==> config.mk <==
export PLATFORM = sky130hd
export DESIGN_NAME = commit_top
export DESIGN_NICKNAME = d
export VERILOG_FILES = /design/src/hw/commit_pkg.sv /design/src/hw/commit_top.sv /design/src/hw/branch_predictor.sv /design/src/hw/trap_unit.sv /design/src/hw/commit_stage.sv /design/src/hw/execute_commit_reg.sv
export SDC_FILE = /design/constraint.sdc
export NUM_CORES = 1
export LEC_CHECK = 0
export BUFFER_PORTS_ARGS = -buffer_cell sky130_fd_sc_hd__buf_4
export CAP_MARGIN = 20
export CORE_ASPECT_RATIO = 1.1
export CORE_MARGIN = 2
export CORE_UTILIZATION = 45
export CTS_CLUSTER_DIAMETER = 80
export CTS_CLUSTER_SIZE = 16
export DETAILED_ROUTE_END_ITERATION = 12
export GPL_TIMING_DRIVEN = 0
export PLACE_DENSITY = 0.77
export REMOVE_ABC_BUFFERS = 1
export SLEW_MARGIN = 20
export SYNTH_ARGS = -nofsm -noshare
export SYNTH_HDL_FRONTEND = slang
export SYNTH_SLANG_ARGS = --single-unit
==> constraint.sdc <==
create_clock -name CLK -period 4.75 [get_ports CLK]
set_input_delay 0.2375 -clock CLK [delete_from_list [all_inputs] [get_ports CLK]]
set_output_delay 0.2375 -clock CLK [all_outputs]
set_load 0.01 [all_outputs]
==> src/hw/commit_pkg.sv <==
package commit_pkg;

  // Machine word width for RV32
  localparam int XLEN = 32;
  localparam int OPCODE_W = 7;

  // The predictor table is indexed by pc bits 7 down to 2
  localparam int BP_INDEX_W = 6;
  localparam int BP_INDEX_LSB = 2;
  localparam int BP_ENTRIES = 1 << BP_INDEX_W;

  typedef logic [XLEN-1:0] word_t;
  typedef logic [XLEN-1:0] pc_t;
  // An opcode of zero marks a bubble in the commit slot
  typedef logic [OPCODE_W-1:0] opcode_t;
  // Bit 31 of mcause separates interrupts from synchronous exceptions
  typedef logic [XLEN-1:0] cause_t;
  typedef logic [BP_INDEX_W-1:0] bp_index_t;
  typedef logic [1:0] counter_t;

  // Counters start weakly not taken
  localparam counter_t COUNTER_INIT = 2'b01;

  // All traps go to one fixed handler since vectored mode is not supported
  localparam pc_t TRAP_VECTOR = 32'h0000_0100;

  localparam cause_t CAUSE_MAL_INSN = 32'd0;
  localparam cause_t CAUSE_ILLEGAL = 32'd2;
  localparam cause_t CAUSE_BREAKPOINT = 32'd3;
  localparam cause_t CAUSE_MAL_LOAD = 32'd4;
  localparam cause_t CAUSE_MAL_STORE = 32'd6;
  localparam cause_t CAUSE_ECALL_M = 32'd11;
  localparam cause_t CAUSE_EXT_INTR = 32'h8000_000b;

  // One executed instruction as handed over from the execute stage
  typedef struct packed {
    pc_t     pc;
    opcode_t opcode;
    word_t   memory_addr;
    logic    dren;
    logic    dwen;
    logic    mal_addr;
    logic    breakpoint;
    logic    ecall_insn;
    logic    ret_insn;
    logic    illegal_opcode;
    logic    invalid_csr;
    logic    mal_insn;
    logic    jump_instr;
    pc_t     jump_addr;
    logic    branch_instr;
    pc_t     br_resolved_addr;
    logic    branch_taken;
    logic    prediction;
    logic    intr_seen;
  } exec_commit_t;

  // Exception view of the committing slot as seen by the trap unit
  typedef struct packed {
    logic  mal_l;
    logic  mal_s;
    logic  breakpoint;
    logic  env_m;
    logic  ret;
    logic  illegal_insn;
    logic  mal_insn;
    logic  intr_taken;
    word_t badaddr_d;
    word_t badaddr_i;
    pc_t   epc;
  } exc_flags_t;

  typedef struct packed {
    logic valid;
    pc_t  pc;
    logic taken;
  } bp_update_t;

  typedef enum logic {
    IDLE,
    REDIRECT
  } trap_state_t;

endpackage
==> src/hw/commit_top.sv <==
`timescale 1ns/100ps

module commit_top (
  input  logic                     CLK,
  input  logic                     nRST,
  input  logic                     halt,
  input  logic                     exec_valid,
  input  commit_pkg::exec_commit_t exec_result,
  input  logic                     commit_stall,
  input  logic                     intr_pending,
  input  commit_pkg::pc_t          lookup_pc,
  output logic                     predict_taken,
  output logic                     mispredict,
  output logic                     redirect_valid,
  output commit_pkg::pc_t          redirect_pc,
  output commit_pkg::pc_t          mepc,
  output commit_pkg::cause_t       mcause,
  output commit_pkg::word_t        mtval
);

  // Between the pipeline register and the commit stage
  logic                     slot_valid;
  commit_pkg::exec_commit_t slot;
  // Commit results toward the trap unit and the predictor
  logic                     commit_fire;
  commit_pkg::exc_flags_t   flags;
  commit_pkg::bp_update_t   bp_update;

  // The redirect pulse doubles as the pipeline flush
  execute_commit_reg u_execute_commit_reg (
    .CLK(CLK), .nRST(nRST), .exec_valid(exec_valid), .exec_result(exec_result),
    .commit_stall(commit_stall), .flush(redirect_valid), .slot_valid(slot_valid),
    .slot(slot)
  );

  commit_stage u_commit_stage (
    .CLK(CLK), .nRST(nRST), .halt(halt), .commit_stall(commit_stall),
    .slot_valid(slot_valid), .slot(slot), .commit_fire(commit_fire), .flags(flags),
    .bp_update(bp_update), .mispredict(mispredict)
  );

  trap_unit u_trap_unit (
    .CLK(CLK), .nRST(nRST), .commit_fire(commit_fire), .flags(flags),
    .intr_pending(intr_pending), .redirect_valid(redirect_valid),
    .redirect_pc(redirect_pc), .mepc(mepc), .mcause(mcause), .mtval(mtval)
  );

  branch_predictor u_branch_predictor (
    .CLK(CLK), .nRST(nRST), .lookup_pc(lookup_pc), .predict_taken(predict_taken),
    .bp_update(bp_update)
  );

endmodule

==> src/hw/branch_predictor.sv <==
`timescale 1ns/100ps

module branch_predictor (
  input  logic                   CLK,
  input  logic                   nRST,
  input  commit_pkg::pc_t        lookup_pc,
  output logic                   predict_taken,
  input  commit_pkg::bp_update_t bp_update
);

  // Bimodal table of two bit saturating counters
  commit_pkg::counter_t table_q [commit_pkg::BP_ENTRIES];

  commit_pkg::bp_index_t lookup_idx;
  commit_pkg::bp_index_t update_idx;
  commit_pkg::counter_t cur_count;
  commit_pkg::counter_t next_count;

  // Word aligned PCs, so the two lowest bits carry no information
  function automatic commit_pkg::bp_index_t pc_index(input commit_pkg::pc_t pc);
    return pc[commit_pkg::BP_INDEX_LSB +: commit_pkg::BP_INDEX_W];
  endfunction

  // Step one count toward the resolved direction and stop at the ends
  function automatic commit_pkg::counter_t sat_step(
    input commit_pkg::counter_t count,
    input logic                 taken
  );
    commit_pkg::counter_t result;
    result = count;
    if (taken && count != 2'b11) begin
      result = count + 2'b01;
    end else if (!taken && count != 2'b00) begin
      result = count - 2'b01;
    end
    return result;
  endfunction

  assign lookup_idx = pc_index(lookup_pc);
  assign update_idx = pc_index(bp_update.pc);

  // The upper bit of the counter is the predicted direction
  // Lookups are purely combinational, a write is seen one cycle later
  assign predict_taken = table_q[lookup_idx][1];

  assign cur_count = table_q[update_idx];
  assign next_count = sat_step(cur_count, bp_update.taken);

  // Every counter starts weakly not taken after reset
  always_ff @(posedge CLK, negedge nRST) begin
    if (!nRST) begin
      for (int i = 0; i < commit_pkg::BP_ENTRIES; i++) begin
        table_q[i] <= commit_pkg::COUNTER_INIT;
      end
    end else if (bp_update.valid) begin
      table_q[update_idx] <= next_count;
    end
  end

  // A counter must move by at most one step per update
  // The compare runs one bit wider so that a count wrapping around at
  // either end is not mistaken for a single step
  a_saturating_step: assert property (
    @(posedge CLK) disable iff (!nRST)
    bp_update.valid |=>
      ((table_q[$past(update_idx)] == $past(cur_count)) ||
       ({1'b0, table_q[$past(update_idx)]} == {1'b0, $past(cur_count)} + 3'd1) ||
       ({1'b0, table_q[$past(update_idx)]} + 3'd1 == {1'b0, $past(cur_count)}))
  ) else $error("predictor counter jumped");

endmodule

==> src/hw/trap_unit.sv <==
`timescale 1ns/100ps

module trap_unit (
  input  logic                   CLK,
  input  logic                   nRST,
  input  logic                   commit_fire,
  input  commit_pkg::exc_flags_t flags,
  input  logic                   intr_pending,
  output logic                   redirect_valid,
  output commit_pkg::pc_t        redirect_pc,
  output commit_pkg::pc_t        mepc,
  output commit_pkg::cause_t     mcause,
  output commit_pkg::word_t      mtval
);

  commit_pkg::trap_state_t state;
  // Interrupt accepted on this slot
  logic intr_req;
  logic exc_req;
  logic trap_req;
  logic ret_req;
  // Ranked cause and matching trap value of the committing slot
  commit_pkg::cause_t trap_cause;
  commit_pkg::word_t trap_tval;

  assign intr_req = flags.intr_taken & intr_pending;
  assign exc_req = flags.mal_l | flags.mal_s | flags.breakpoint | flags.env_m |
                   flags.illegal_insn | flags.mal_insn;

  // Requests are ignored during the redirect pulse since that slot is
  // about to be flushed anyway
  assign trap_req = commit_fire & (state == commit_pkg::IDLE) & (intr_req | exc_req);
  // A return counts only when nothing of higher rank happens with it
  assign ret_req = commit_fire & (state == commit_pkg::IDLE) & flags.ret & ~trap_req;

  // Priority order, highest first
  always_comb begin
    trap_cause = commit_pkg::CAUSE_MAL_STORE;
    trap_tval = flags.badaddr_d;
    if (intr_req) begin
      trap_cause = commit_pkg::CAUSE_EXT_INTR;
      trap_tval = '0;
    end else if (flags.breakpoint) begin
      trap_cause = commit_pkg::CAUSE_BREAKPOINT;
      trap_tval = '0;
    end else if (flags.mal_insn) begin
      trap_cause = commit_pkg::CAUSE_MAL_INSN;
      trap_tval = flags.badaddr_i;
    end else if (flags.illegal_insn) begin
      trap_cause = commit_pkg::CAUSE_ILLEGAL;
      trap_tval = '0;
    end else if (flags.env_m) begin
      trap_cause = commit_pkg::CAUSE_ECALL_M;
      trap_tval = '0;
    end else if (flags.mal_l) begin
      trap_cause = commit_pkg::CAUSE_MAL_LOAD;
    end
  end

  // Trap CSRs and redirect FSM
  always_ff @(posedge CLK, negedge nRST) begin
    if (!nRST) begin
      state <= commit_pkg::IDLE;
      mepc <= '0;
      mcause <= '0;
      mtval <= '0;
    end else if (trap_req) begin
      state <= commit_pkg::REDIRECT;
      mepc <= flags.epc;
      mcause <= trap_cause;
      mtval <= trap_tval;
    end else if (ret_req) begin
      state <= commit_pkg::REDIRECT;
    end else begin
      // REDIRECT lasts exactly one cycle
      state <= commit_pkg::IDLE;
    end
  end

  // Target of the pending redirect, qualified by redirect_valid
  always_ff @(posedge CLK) begin
    if (trap_req) begin
      redirect_pc <= commit_pkg::TRAP_VECTOR;
    end else if (ret_req) begin
      // mret goes back to the address saved by the last trap
      redirect_pc <= mepc;
    end
  end

  assign redirect_valid = (state == commit_pkg::REDIRECT);

  // Back to back redirects would flush a slot that already saw a redirect
  a_single_redirect: assert property (
    @(posedge CLK) disable iff (!nRST)
    redirect_valid |=> !redirect_valid
  ) else $error("redirect lasted two cycles");

endmodule

==> src/hw/commit_stage.sv <==
`timescale 1ns/100ps

module commit_stage (
  input  logic                     CLK,
  input  logic                     nRST,
  input  logic                     halt,
  input  logic                     commit_stall,
  input  logic                     slot_valid,
  input  commit_pkg::exec_commit_t slot,
  output logic                     commit_fire,
  output commit_pkg::exc_flags_t   flags,
  output commit_pkg::bp_update_t   bp_update,
  output logic                     mispredict
);

  // Set when the slot holds a real instruction and not a bubble
  logic valid_pc;
  // Last PC that actually committed, used as epc for bubbles
  commit_pkg::pc_t latest_valid_pc;
  // Control transfer targets that are not word aligned
  logic illegal_jaddr;
  logic illegal_braddr;
  // Any synchronous exception raised by the slot
  logic exc_raised;
  logic branch_commit;

  // The slot retires in any cycle where it is valid and not stalled
  assign commit_fire = slot_valid & ~commit_stall;

  assign valid_pc = (slot.opcode != commit_pkg::opcode_t'(0));

  // Jump and branch targets must sit on a word boundary since there is
  // no compressed instruction support
  assign illegal_jaddr = slot.jump_instr & (slot.jump_addr[1:0] != 2'b00);
  assign illegal_braddr = slot.branch_instr & (slot.br_resolved_addr[1:0] != 2'b00);

  // Memory faults only count for the access direction that was performed
  assign flags.mal_l = slot.dren & slot.mal_addr;
  assign flags.mal_s = slot.dwen & slot.mal_addr;
  assign flags.breakpoint = slot.breakpoint;
  assign flags.env_m = slot.ecall_insn;
  assign flags.ret = slot.ret_insn;
  // Either a bad opcode or an access to an unimplemented CSR
  assign flags.illegal_insn = slot.illegal_opcode | slot.invalid_csr;
  assign flags.mal_insn = slot.mal_insn | illegal_jaddr | illegal_braddr;
  assign flags.intr_taken = slot.intr_seen;

  // Faulting data address and faulting instruction address for mtval
  assign flags.badaddr_d = slot.memory_addr;
  assign flags.badaddr_i = slot.pc;

  // A bubble has no PC of its own, so an interrupt taken on a bubble
  // returns to the last instruction that made it through commit
  assign flags.epc = valid_pc ? slot.pc : latest_valid_pc;

  always_ff @(posedge CLK, negedge nRST) begin
    if (!nRST) begin
      latest_valid_pc <= '0;
    end else if (halt) begin
      latest_valid_pc <= '0;
    end else if (commit_fire && valid_pc) begin
      latest_valid_pc <= slot.pc;
    end
  end

  // Interrupts are not counted here, the trap unit qualifies them with
  // the pending level
  assign exc_raised = flags.mal_l | flags.mal_s | flags.breakpoint | flags.env_m |
                      flags.illegal_insn | flags.mal_insn;

  // Only branches that really retire train the predictor
  // A trapping branch is discarded and must leave the counters alone
  assign branch_commit = commit_fire & slot.branch_instr & ~exc_raised;

  // The table is indexed by the branch's own PC, the same address the
  // fetch side uses for its lookups
  assign bp_update.valid = branch_commit;
  assign bp_update.pc = slot.pc;
  assign bp_update.taken = slot.branch_taken;

  // Resolved direction disagrees with what fetch assumed
  assign mispredict = branch_commit & (slot.branch_taken != slot.prediction);

  // Training must never happen for a slot that did not retire
  a_update_needs_commit: assert property (
    @(posedge CLK) disable iff (!nRST)
    bp_update.valid |-> commit_fire
  ) else $error("predictor update without commit");

endmodule

==> src/hw/execute_commit_reg.sv <==
`timescale 1ns/100ps

module execute_commit_reg (
  input  logic                     CLK,
  input  logic                     nRST,
  input  logic                     exec_valid,
  input  commit_pkg::exec_commit_t exec_result,
  input  logic                     commit_stall,
  input  logic                     flush,
  output logic                     slot_valid,
  output commit_pkg::exec_commit_t slot
);

  // A new record may enter only when the slot is not frozen
  logic capture;

  assign capture = exec_valid & ~commit_stall;

  // Valid bit of the slot
  // Flush wins over everything so a record arriving during a redirect
  // pulse is dropped at the same edge that empties the slot
  always_ff @(posedge CLK, negedge nRST) begin
    if (!nRST) begin
      slot_valid <= 1'b0;
    end else if (flush) begin
      slot_valid <= 1'b0;
    end else if (!commit_stall) begin
      // Without a new strobe the committed record simply leaves the slot
      slot_valid <= exec_valid;
    end
  end

  // Payload of the slot
  // It only moves with a capture, so a stalled record stays in place
  // until the stall level falls
  always_ff @(posedge CLK) begin
    if (capture) begin
      slot <= exec_result;
    end
  end

  // A stalled valid slot must present the same record on the next cycle,
  // otherwise the commit stage would see a different instruction once
  // the stall releases
  a_slot_held_in_stall: assert property (
    @(posedge CLK) disable iff (!nRST)
    (slot_valid && commit_stall) |=> $stable(slot)
  ) else $error("commit slot changed while stalled");

endmodule

Yosys cells after proc, flatten, opt, wreduce, memory -nomap -nowiden
Cells that the tools add are included.
Widths: inputs -> output; s select.
{"block": "word_totals", "regBits": 379}
{"block": "classes", "magnitude_cmp": 3, "mux": 29, "n_reduce_logical": 10, "n_addsub": 2, "eq_ne": 3, "n_bitwise": 29}
{"op": "$mux 32", "n": 13}
{"op": "$bwmux 128", "n": 1}
{"op": "$bmux 2 s6", "n": 2}
{"op": "$mux 2", "n": 8}
{"op": "$and 1x1->1", "n": 14}
{"op": "$ge 7x7->1 const B", "n": 2}
{"op": "$not 6->7", "n": 2}
{"op": "$demux 2 s6", "n": 1}
{"op": "$or 1x1->1", "n": 9}
{"op": "$reduce_bool 2->1", "n": 4}
{"op": "$lt 7x1->1 const B", "n": 1}
{"op": "$reduce_bool 7->1", "n": 1}
{"op": "$logic_and 1x1->1", "n": 4}
{"op": "$mux 1", "n": 4}
{"op": "$not 1->1", "n": 4}
{"op": "$add 2x1->2 const B", "n": 1}
{"op": "$ne 2x1->1 const B", "n": 1}
{"op": "$ne 2x2->1 const B", "n": 1}
{"op": "$sub 2x1->2 const B", "n": 1}
{"op": "$logic_not 1->1", "n": 1}
{"op": "$ne 1x1->1", "n": 1}

Depth between registers and ports, before layout
Gate-level depths: netlist (run 1).
{"block": "logic_depth", "depth_word": 12, "mapped_depth": 15, "ltp_nobuf": 11}

Modules after synthesis
From an unflattened synthesis (run 1), not the netlist that was laid out.
{"block": "unflattened", "hier_cells": 1481, "area_unflattened_um2": 18392.6}
{"module": "branch_predictor", "area_per_inst_um2": 6801.5, "n_inst": 1, "seq_area_each_um2": 3283.1, "cells_per_inst": 692}
{"module": "execute_commit_reg", "area_per_inst_um2": 4521.8, "n_inst": 1, "seq_area_each_um2": 4499.3, "cells_per_inst": 153}
{"module": "trap_unit", "area_per_inst_um2": 4134.0, "n_inst": 1, "seq_area_each_um2": 2392.3, "cells_per_inst": 343}
{"module": "commit_stage", "area_per_inst_um2": 2935.3, "n_inst": 1, "seq_area_each_um2": 800.8, "cells_per_inst": 293}

Worst setup path before layout (run 1)
OpenSTA, ideal clock, no wires.
{"block": "synth_path", "path_type": "input port to flip-flop", "from": "input port commit_stall", "to": "register, netlist name u_execute_commit_reg.slot[0]", "path_stages": 1, "slack_ns": -0.033, "t_required_ns": 4.199, "n_path_buf": 0, "arrival_ns": 4.233, "setup_ns": 0.551, "cell_sequence": "nor2b_1"}
{"block": "synth_via", "elab_chain_len": 2}
{"item": "from (decl)", "line": "commit_top.sv:9", "source": "input logic commit_stall,"}
{"item": "$not 1->1", "line": "execute_commit_reg.sv:17", "source": "assign capture = exec_valid & ~commit_stall;"}
{"item": "$and 1x1->1", "line": "execute_commit_reg.sv:17"}
No other way between the ends.
A chain may end at the register's enable or synchronous reset.

Final worst setup path (run 1)
{"block": "layout_path", "from": "register, netlist name u_execute_commit_reg.slot[120]", "to": "register u_branch_predictor.table_q[114] (netlist bit)"}
{"block": "layout_via", "elab_chain_len": 9}
{"item": "$not 6->7 (implied by the code) *", "line": "branch_predictor.sv:46, branch_predictor.sv:56"}
{"item": "parallel branches: the longest is 7 deep, another holds $sub 2x1->2"}
{"item": "$bwmux 128 *", "line": "branch_predictor.sv:56", "source": "table_q[update_idx] <= next_count;"}
{"item": "to (signal, indexed assignment)", "line": "branch_predictor.sv:53", "source": "table_q[i] <= commit_pkg::COUNTER_INIT;"}
{"item": "to (signal, indexed assignment)", "line": "branch_predictor.sv:56"}
{"item": "to (decl)", "line": "branch_predictor.sv:12", "source": "commit_pkg::counter_t table_q [commit_pkg::BP_ENTRIES];"}
Mark *: on every way between the ends. The select of a mux whose other input is x is not followed.

==> results of run 1 <==
flip-flops by register name, summed over array words and instances, names as in the netlist:
name                             count
u_execute_commit_reg.slot_valid      1
u_trap_unit.mtval                   32
u_trap_unit.mcause                   5
u_trap_unit.mepc                    32
u_trap_unit.redirect_pc             32
u_execute_commit_reg.slot           89
u_branch_predictor.table_q         128
u_commit_stage.latest_valid_pc      32
u_trap_unit.redirect_valid           1
how the worst max path moves through the flow:
stage,endpoint,cells after the start
after detailed placement,u_branch_predictor.table_q[86],13
after floorplan,u_branch_predictor.table_q[104],10
after global placement,u_branch_predictor.table_q[108],10
after global routing,u_branch_predictor.table_q[120],15
after CTS,u_branch_predictor.table_q[86],13
final,u_branch_predictor.table_q[114],15
final cells by class:
cell class	count	area, um2	share of cell area [%]
Multi-Input combinational cell	928	5704	29.58
Sequential cell	352	9174	47.57
Clock inverter	4	50.05	0.2595
Clock buffer	44	718.2	3.724
Timing Repair Buffer	327	3070	15.92
Tap cell	432	540.5	2.803
Inverter	7	26.28	0.1363
routing by layer:
metal  GRT usage, %  vias to the layer above
met3          5.347                      178
li1               -                     5498
met2          40.74                      827
met4          13.85                        0
met5              0                        -
met1          32.21                     6254
repair_timing:
item | CTS | global route
hold endpoints to repair | 154 | 0
setup buffers | 0 | 3
endpoints found under the setup margin | 0 | 11
hold buffers | 92 | 0
layout by cell type (no fill, tap or decap), types with 33 or more instances in the layout:
master,n
o21ai_0,207
buf_4,207
nand2_1,190
dfrtp_1,167
dlygate4sd3_1,92
o21ai_1,90
edfxtp_1,89
nor2_1,84
dfstp_2,64
mux2i_1,55
a21oi_1,52
a221oi_1,33
cell families (layout without fill, tap and decap cells):
group                      Yosys count  in the layout  synth area share [%]
muxes                               91             91                 8.376
xor gates and xnor gates             2              2                0.1144
and+or+nand+nor                    349            349                 9.904
other                                1             27               0.02449
DFF                                352            352                 59.91
adders and majority gates            2              2                0.1634
buffers and inverters              132            382                 4.110
AOI/OAI and AO/OA                  457            457                 17.40
synthesized netlist by cell type, types with 3 or more instances:
| cell | n | area, um2 |
|---|---|---|
| buf_4 | 30 | 225.2 |
| dfstp_2 | 64 | 1682 |
| buf_1 | 4 | 15.01 |
| nand3b_1 | 5 | 37.54 |
| nor3_1 | 6 | 30.03 |
| nor4b_1 | 3 | 26.28 |
| mux4_2 | 29 | 653.1 |
| a22o_1 | 32 | 280.3 |
| edfxtp_1 | 89 | 2673 |
| mux2_2 | 7 | 78.83 |
| a21oi_1 | 54 | 270.3 |
| o21ai_0 | 207 | 1036 |
| and3_1 | 9 | 56.30 |
| inv_1 | 5 | 18.77 |
| dfrtp_1 | 167 | 4179 |
| or3b_1 | 3 | 26.28 |
| nor2b_1 | 6 | 37.54 |
| nor2_1 | 85 | 319.1 |
| buf_2 | 17 | 85.08 |
| o22ai_1 | 7 | 43.79 |
| o21ai_1 | 90 | 450.4 |
| mux2i_1 | 55 | 550.5 |
| a221o_1 | 3 | 30.03 |
| o22a_1 | 3 | 26.28 |
| clkbuf_1 | 74 | 277.8 |
| nor3b_1 | 4 | 30.03 |
| a221oi_1 | 33 | 289.0 |
| a211oi_1 | 6 | 45.04 |
| nand2_1 | 191 | 716.9 |
| nand2b_1 | 11 | 68.82 |
| o31a_1 | 3 | 26.28 |
| nand3_1 | 10 | 50.05 |
| dfxtp_1 | 32 | 640.6 |
power groups by stage:
stage / clock network, mW / logic [mW] / registers, mW
3_3_place_gp: 0 / 1.08 / 3.67
4_1_cts: 2.13 / 1.29 / 3.60
2_1_floorplan: 0 / 0.371 / 3.71
6_report: 2.12 / 1.32 / 3.61
3_5_place_dp: 0 / 1.23 / 3.66
5_1_grt: 2.26 / 1.41 / 3.64
per-stage QoR:
stage | hold slack (ns) | cells | cell area (um2) | setup WS, ns
final | 0.1237 | 2094 | 19280 | 0.1889
after global placement | 0.4159 | 1923 | 16880 | -4.034
after detailed placement | 0.2164 | 1950 | 17560 | 0.2313
after CTS | 0.1075 | 2090 | 19250 | 0.2042
after global routing | 0.1320 | 2094 | 19280 | 0.0002154
after floorplan | -0.05809 | 1287 | 14810 | -1.140
==> flow_summary.toml, run 1 <==
[power_and_ir_drop]
p_int_mw = 5.009
peakVddDrop_mv = 0.3644
p_sw_share_pct = 28.99
p_per_area_nw_per_um2 = 365.8
switchingPower_mw = 2.045
power_mw = 7.054
power_frac_clock_pct = 30.1
p_leak_nw = 7.993
p_seq_share_pct = 51.2
comb_power_share_pct = 18.7

[synthesis]
syn-cell-area_um2 = 15310
syn_inst = 1386
synthFlopType = "dfrtp_1"
synth_edf_count = 89
async_flop_share_pct = 65.63
yosys_warnings = 0
synth-seq-area-share_pct = 59.91
synth.distinct_cells = 62
avgSynthCellArea_um2 = 11.05
ys_seq_elements = 352

[critical_path]
reg2reg_from = "u_execute_commit_reg.slot[120]"
cp.arrival_ns = 5.04
path_cells = "buf_16 > buf_8 > nand2b_1 > o22a_1 > a21oi_1 > a2111o_1 > or4b_4 > inv_1 > ha_1 > mux2i_1 > xnor2_2 > buf_6 > buf_8 > buf_6 > o21ai_0"
reg2reg_to = "u_branch_predictor.table_q[114]"
start_kind = "flop"
path_buf_inv = 6
slowest_stage = "edfxtp_1"
endpoint_kind = "flop"
rr_worst_depth = 15
crit_type = "reg2reg"
path_delay_family = "buffers and inverters"
required_ns = 5.23
startpoint = "u_execute_commit_reg.slot[120]"
crit_fanout = 17
crit_path_max_incr_delay_ns = 0.64
r2r_slack_ns = 0.19

[final_layout]
nFillCells = 2576
syn_to_final_growth_pct = 25.94
diodes = 0
drive_above_1_share_pct = 23.35
finalCoreUtilization_pct = 57.79
final_nets = 1831

[timing]
tns_ns = 0
fmax_mhz = 219.2
finalMaxSlewViolations = 0
hold_violations = 0
post-route-period-util_pct = 96.02
slew_headroom_pct = 21.07
rsz0062_at_grt = "false"
setup_viol = 0
worstMarginPinSlew_ns = 1.180
skew_ns = 0.02008
finalCriticalPeriod_ns = 4.561

[clock_tree]
clk_latency_ns = 0.57
cts_tree = "built"
cts.path.max_buffers = 3
cts.htree.levels = 1
cts_root_buffer = "clkbuf_16"
cts.sinks = 352
clkSlewWorstSetupHoldPaths_ns = 0.07
cts_buffers = 26
cts_resized = 0

[drt]
antenna_left = 0
vias = 12757
detail_route.vias_per_cell = 6.092
wl_met3_mm = 4.577
drtIter0Drc = 1258
drc_errors = 0
dr.pass1.iters = 6
avgRoutedWirePerCell_um = 21.92
wl_met2_mm = 21.75
wl_met1_mm = 17.09
topRoutingLayerUsed = "met4"
wl_mm = 45.91

[floorplan]
die_area_um2 = 35520
fp-row-count = 70
io_pins = 318
fp.dieH_um = 197.5
coreArea_um2 = 33370
start_util_pct = 45.89
die_w_um = 179.9

[outcome]
run_status = "completed"

[grt]
antenna_found_initial = 0
grt_pass1_vias = 12911
grt_overflow = 0
grt_usage_pct = 25.32
grt_start_max_net_pins = 94
grt_pass1_wl_mm = 71.68

[place]
dpl.hpwl_mm = 28.47
io_buffers = 204
place_congestion = 0.8701

[min_path]
hold_end = "u_commit_stage.latest_valid_pc[9]"
min_path_type = "in2reg"
hold_depth = 2
worstHoldStart = "halt"

[run]
drv_cap = 0
Power figures use the tool's default switching activity.
==> run 2, diff against run 1 <==
Settings changed: PLACE_DENSITY 0.77 to 0.75, SYNTH_HIERARCHICAL set to 1.
==> run 2 against run 1 <==
Against the previous run:
- non-clock buffer count shrank 3
- highest routed layer is now met5
- critical path depth down 2
- register-to-register slack better by 0.13 ns
- sequential share of layout area decreased by 0.92 points
- final cell count stayed put
- largest power group unchanged
- largest cell class unchanged
==> flow_summary.toml, run 2 <==
[outcome]
run_status = "completed"

[clock_tree]
cts_root_buffer = "clkbuf_16"
cts_setup_buffers = 0
cts.htree.levels = 1
cts.path.max_buffers = 3
cts.sinks = 352
cts_buffers = 25
clkSlewWorstSetupHoldPaths_ns = 0.07
cts_tree = "built"
clk_latency_ns = 0.53

[drt]
wl_mm = 41.09
vias = 11510
antenna_left = 0
drtIter0Drc = 960
drc_errors = 0
dr.pass1.iters = 6
detail_route.vias_per_cell = 5.497
avgRoutedWirePerCell_um = 19.62

[timing]
hold_violations = 0
slew_headroom_pct = 26.73
post-route-period-util_pct = 93.31
fmax_mhz = 225.6
finalMaxSlewViolations = 0
setup_viol = 0
fin_ws_ns = 0.3178
finalCriticalPeriod_ns = 4.432
skew_ns = 0.01381
worstMarginPinSlew_ns = 1.095
rsz0062_at_grt = "false"
tns_ns = 0

[final_layout]
final_nets = 1779
nFillCells = 2914
regMostFlops = "u_branch_predictor/table_q"
reg_top3 = "u_branch_predictor/table_q (128), u_execute_commit_reg/slot (89)"
mostFrequentLayoutCell = "nor2_1"
syn_to_final_growth_pct = 19.94
final_cell_mix = "nor2_1 (240), buf_4 (203), dfrtp_1 (167)"
drive_above_1_share_pct = 25.34
largest_reg_flops = 128
finalCoreUtilization_pct = 54.64

[synthesis]
avgSynthCellArea_um2 = 11.75
syn_inst = 1395
yosys_warnings = 6
syn-cell-area_um2 = 16400

[grt]
grt_pass1_vias = 11581
grt_overflow = 0
grt_usage_pct = 21.52
antenna_found_initial = 2
grt_start_max_net_pins = 92
grt_pass1_wl_mm = 64.06

[run]
drv_cap = 0

[power_and_ir_drop]
p_leak_nw = 8.134
p_seq_share_pct = 52.3
peakVddDrop_mv = 0.2038
p_per_area_nw_per_um2 = 349.8
power_mw = 6.879
switchingPower_mw = 1.869
p_int_mw = 5.010
power_frac_clock_pct = 28.7
p_sw_share_pct = 27.17
comb_power_share_pct = 19.0

[place]
place_congestion = 0.8262
dpl.hpwl_mm = 27.52
place_ws_ns = 0.3539
io_buffers = 204

[critical_path]
start_kind = "flop"
crit_fanout = 28
required_ns = 5.19
cp.arrival_ns = 4.87
slowest_stage = "edfxtp_1"
crit_path_max_incr_delay_ns = 0.64
path_cells = "buf_8 > buf_8 > nor2b_1 > a22oi_1 > nand3_1 > o211ai_2 > nor4_4 > inv_1 > ha_1 > mux2i_1 > xor2_4 > buf_16 > a21oi_1"
endpoint_kind = "flop"
crit_type = "reg2reg"
path_common_cell = "buf_8"

[floorplan]
die_w_um = 186.0
die_area_um2 = 37980
fp.dieH_um = 204.2
fp-row-count = 73
io_pins = 318
start_util_pct = 45.56
coreArea_um2 = 35990

[min_path]
min_path_type = "in2async"
## run 2: through the flow
step           hold WS, ns  instance area (um2)  std cells
4_1_cts            0.05892                19640       2092
5_1_grt            0.08793                19670       2094
2_1_floorplan     -0.05809                15230       1239
6_report           0.09301                19670       2094
3_3_place_gp        0.4167                17370       1930
3_5_place_dp       0.02977                18020       1956
## run 2: path summary, 6_finish.rpt
| check | from | to | slack, ns | cells after the start |
|---|---|---|---|---|
| min reg2reg | u_trap_unit/redirect_valid | u_execute_commit_reg/slot_valid | 0.47 | 1 |
| min in group CLK | commit_stall | u_trap_unit/mcause[31] | 0.24 | 4 |
| max | u_execute_commit_reg/slot[121] | u_branch_predictor/table_q[18] | 0.32 | 13 |
| min | nRST | u_trap_unit/mtval[9] | 0.09 | 2 |
| max in group asynchronous | nRST | u_branch_predictor/table_q[64] | 3.58 | 4 |
| max reg2reg | u_execute_commit_reg/slot[121] | u_branch_predictor/table_q[18] | 0.32 | 13 |
## run 2: what timing repair did
action,in CTS,in global routing
gates resized for setup,0,0
hold buffers,93,0
endpoints found under the hold margin,171,0
## run 2: area by class of cell
type | instances | area, um2 | area share, %
clock buffer | 43 | 693.2 | 3.525
sequential | 352 | 9174 | 46.65
inverter | 9 | 33.78 | 0.1718
multi-input combinational | 878 | 6037 | 30.70
timing repair buffer | 324 | 3115 | 15.84
antenna | 1 | 2.502 | 0.01273
tap | 487 | 609.3 | 3.099
## run 2: metal layers
| metal | vias to the layer above | GRT usage [%] | wire [um] |
|---|---|---|---|
| met5 | - | 0 | 12 |
| met4 | 2 | 6.524 | 1202 |
| met2 | 521 | 37.48 | 20430 |
| met1 | 5695 | 27.26 | 16140 |
| met3 | 92 | 3.813 | 3311 |
| li1 | 5200 | - | - |
## run 2: critical path, delay by kind of cell (launching register included)
kind | cells | cell delay, ns
AND/OR/NAND/NOR | 3 | 1.25
buffers and inverters | 4 | 0.76
flip-flops | 1 | 0.64
XOR/XNOR | 1 | 0.60
AO/OA/AOI/OAI | 3 | 0.42
multiplexers | 1 | 0.40
adder cells (fa/ha/maj) | 1 | 0.23
## run 2: power groups by stage
stage / Clock (mW) / Combinational, mW / Sequential, mW
2_1_floorplan: 0 / 0.417 / 3.70
3_3_place_gp: 0 / 1.08 / 3.66
3_5_place_dp: 0 / 1.23 / 3.65
4_1_cts: 2.03 / 1.30 / 3.59
5_1_grt: 2.15 / 1.41 / 3.63
6_report: 1.98 / 1.30 / 3.60
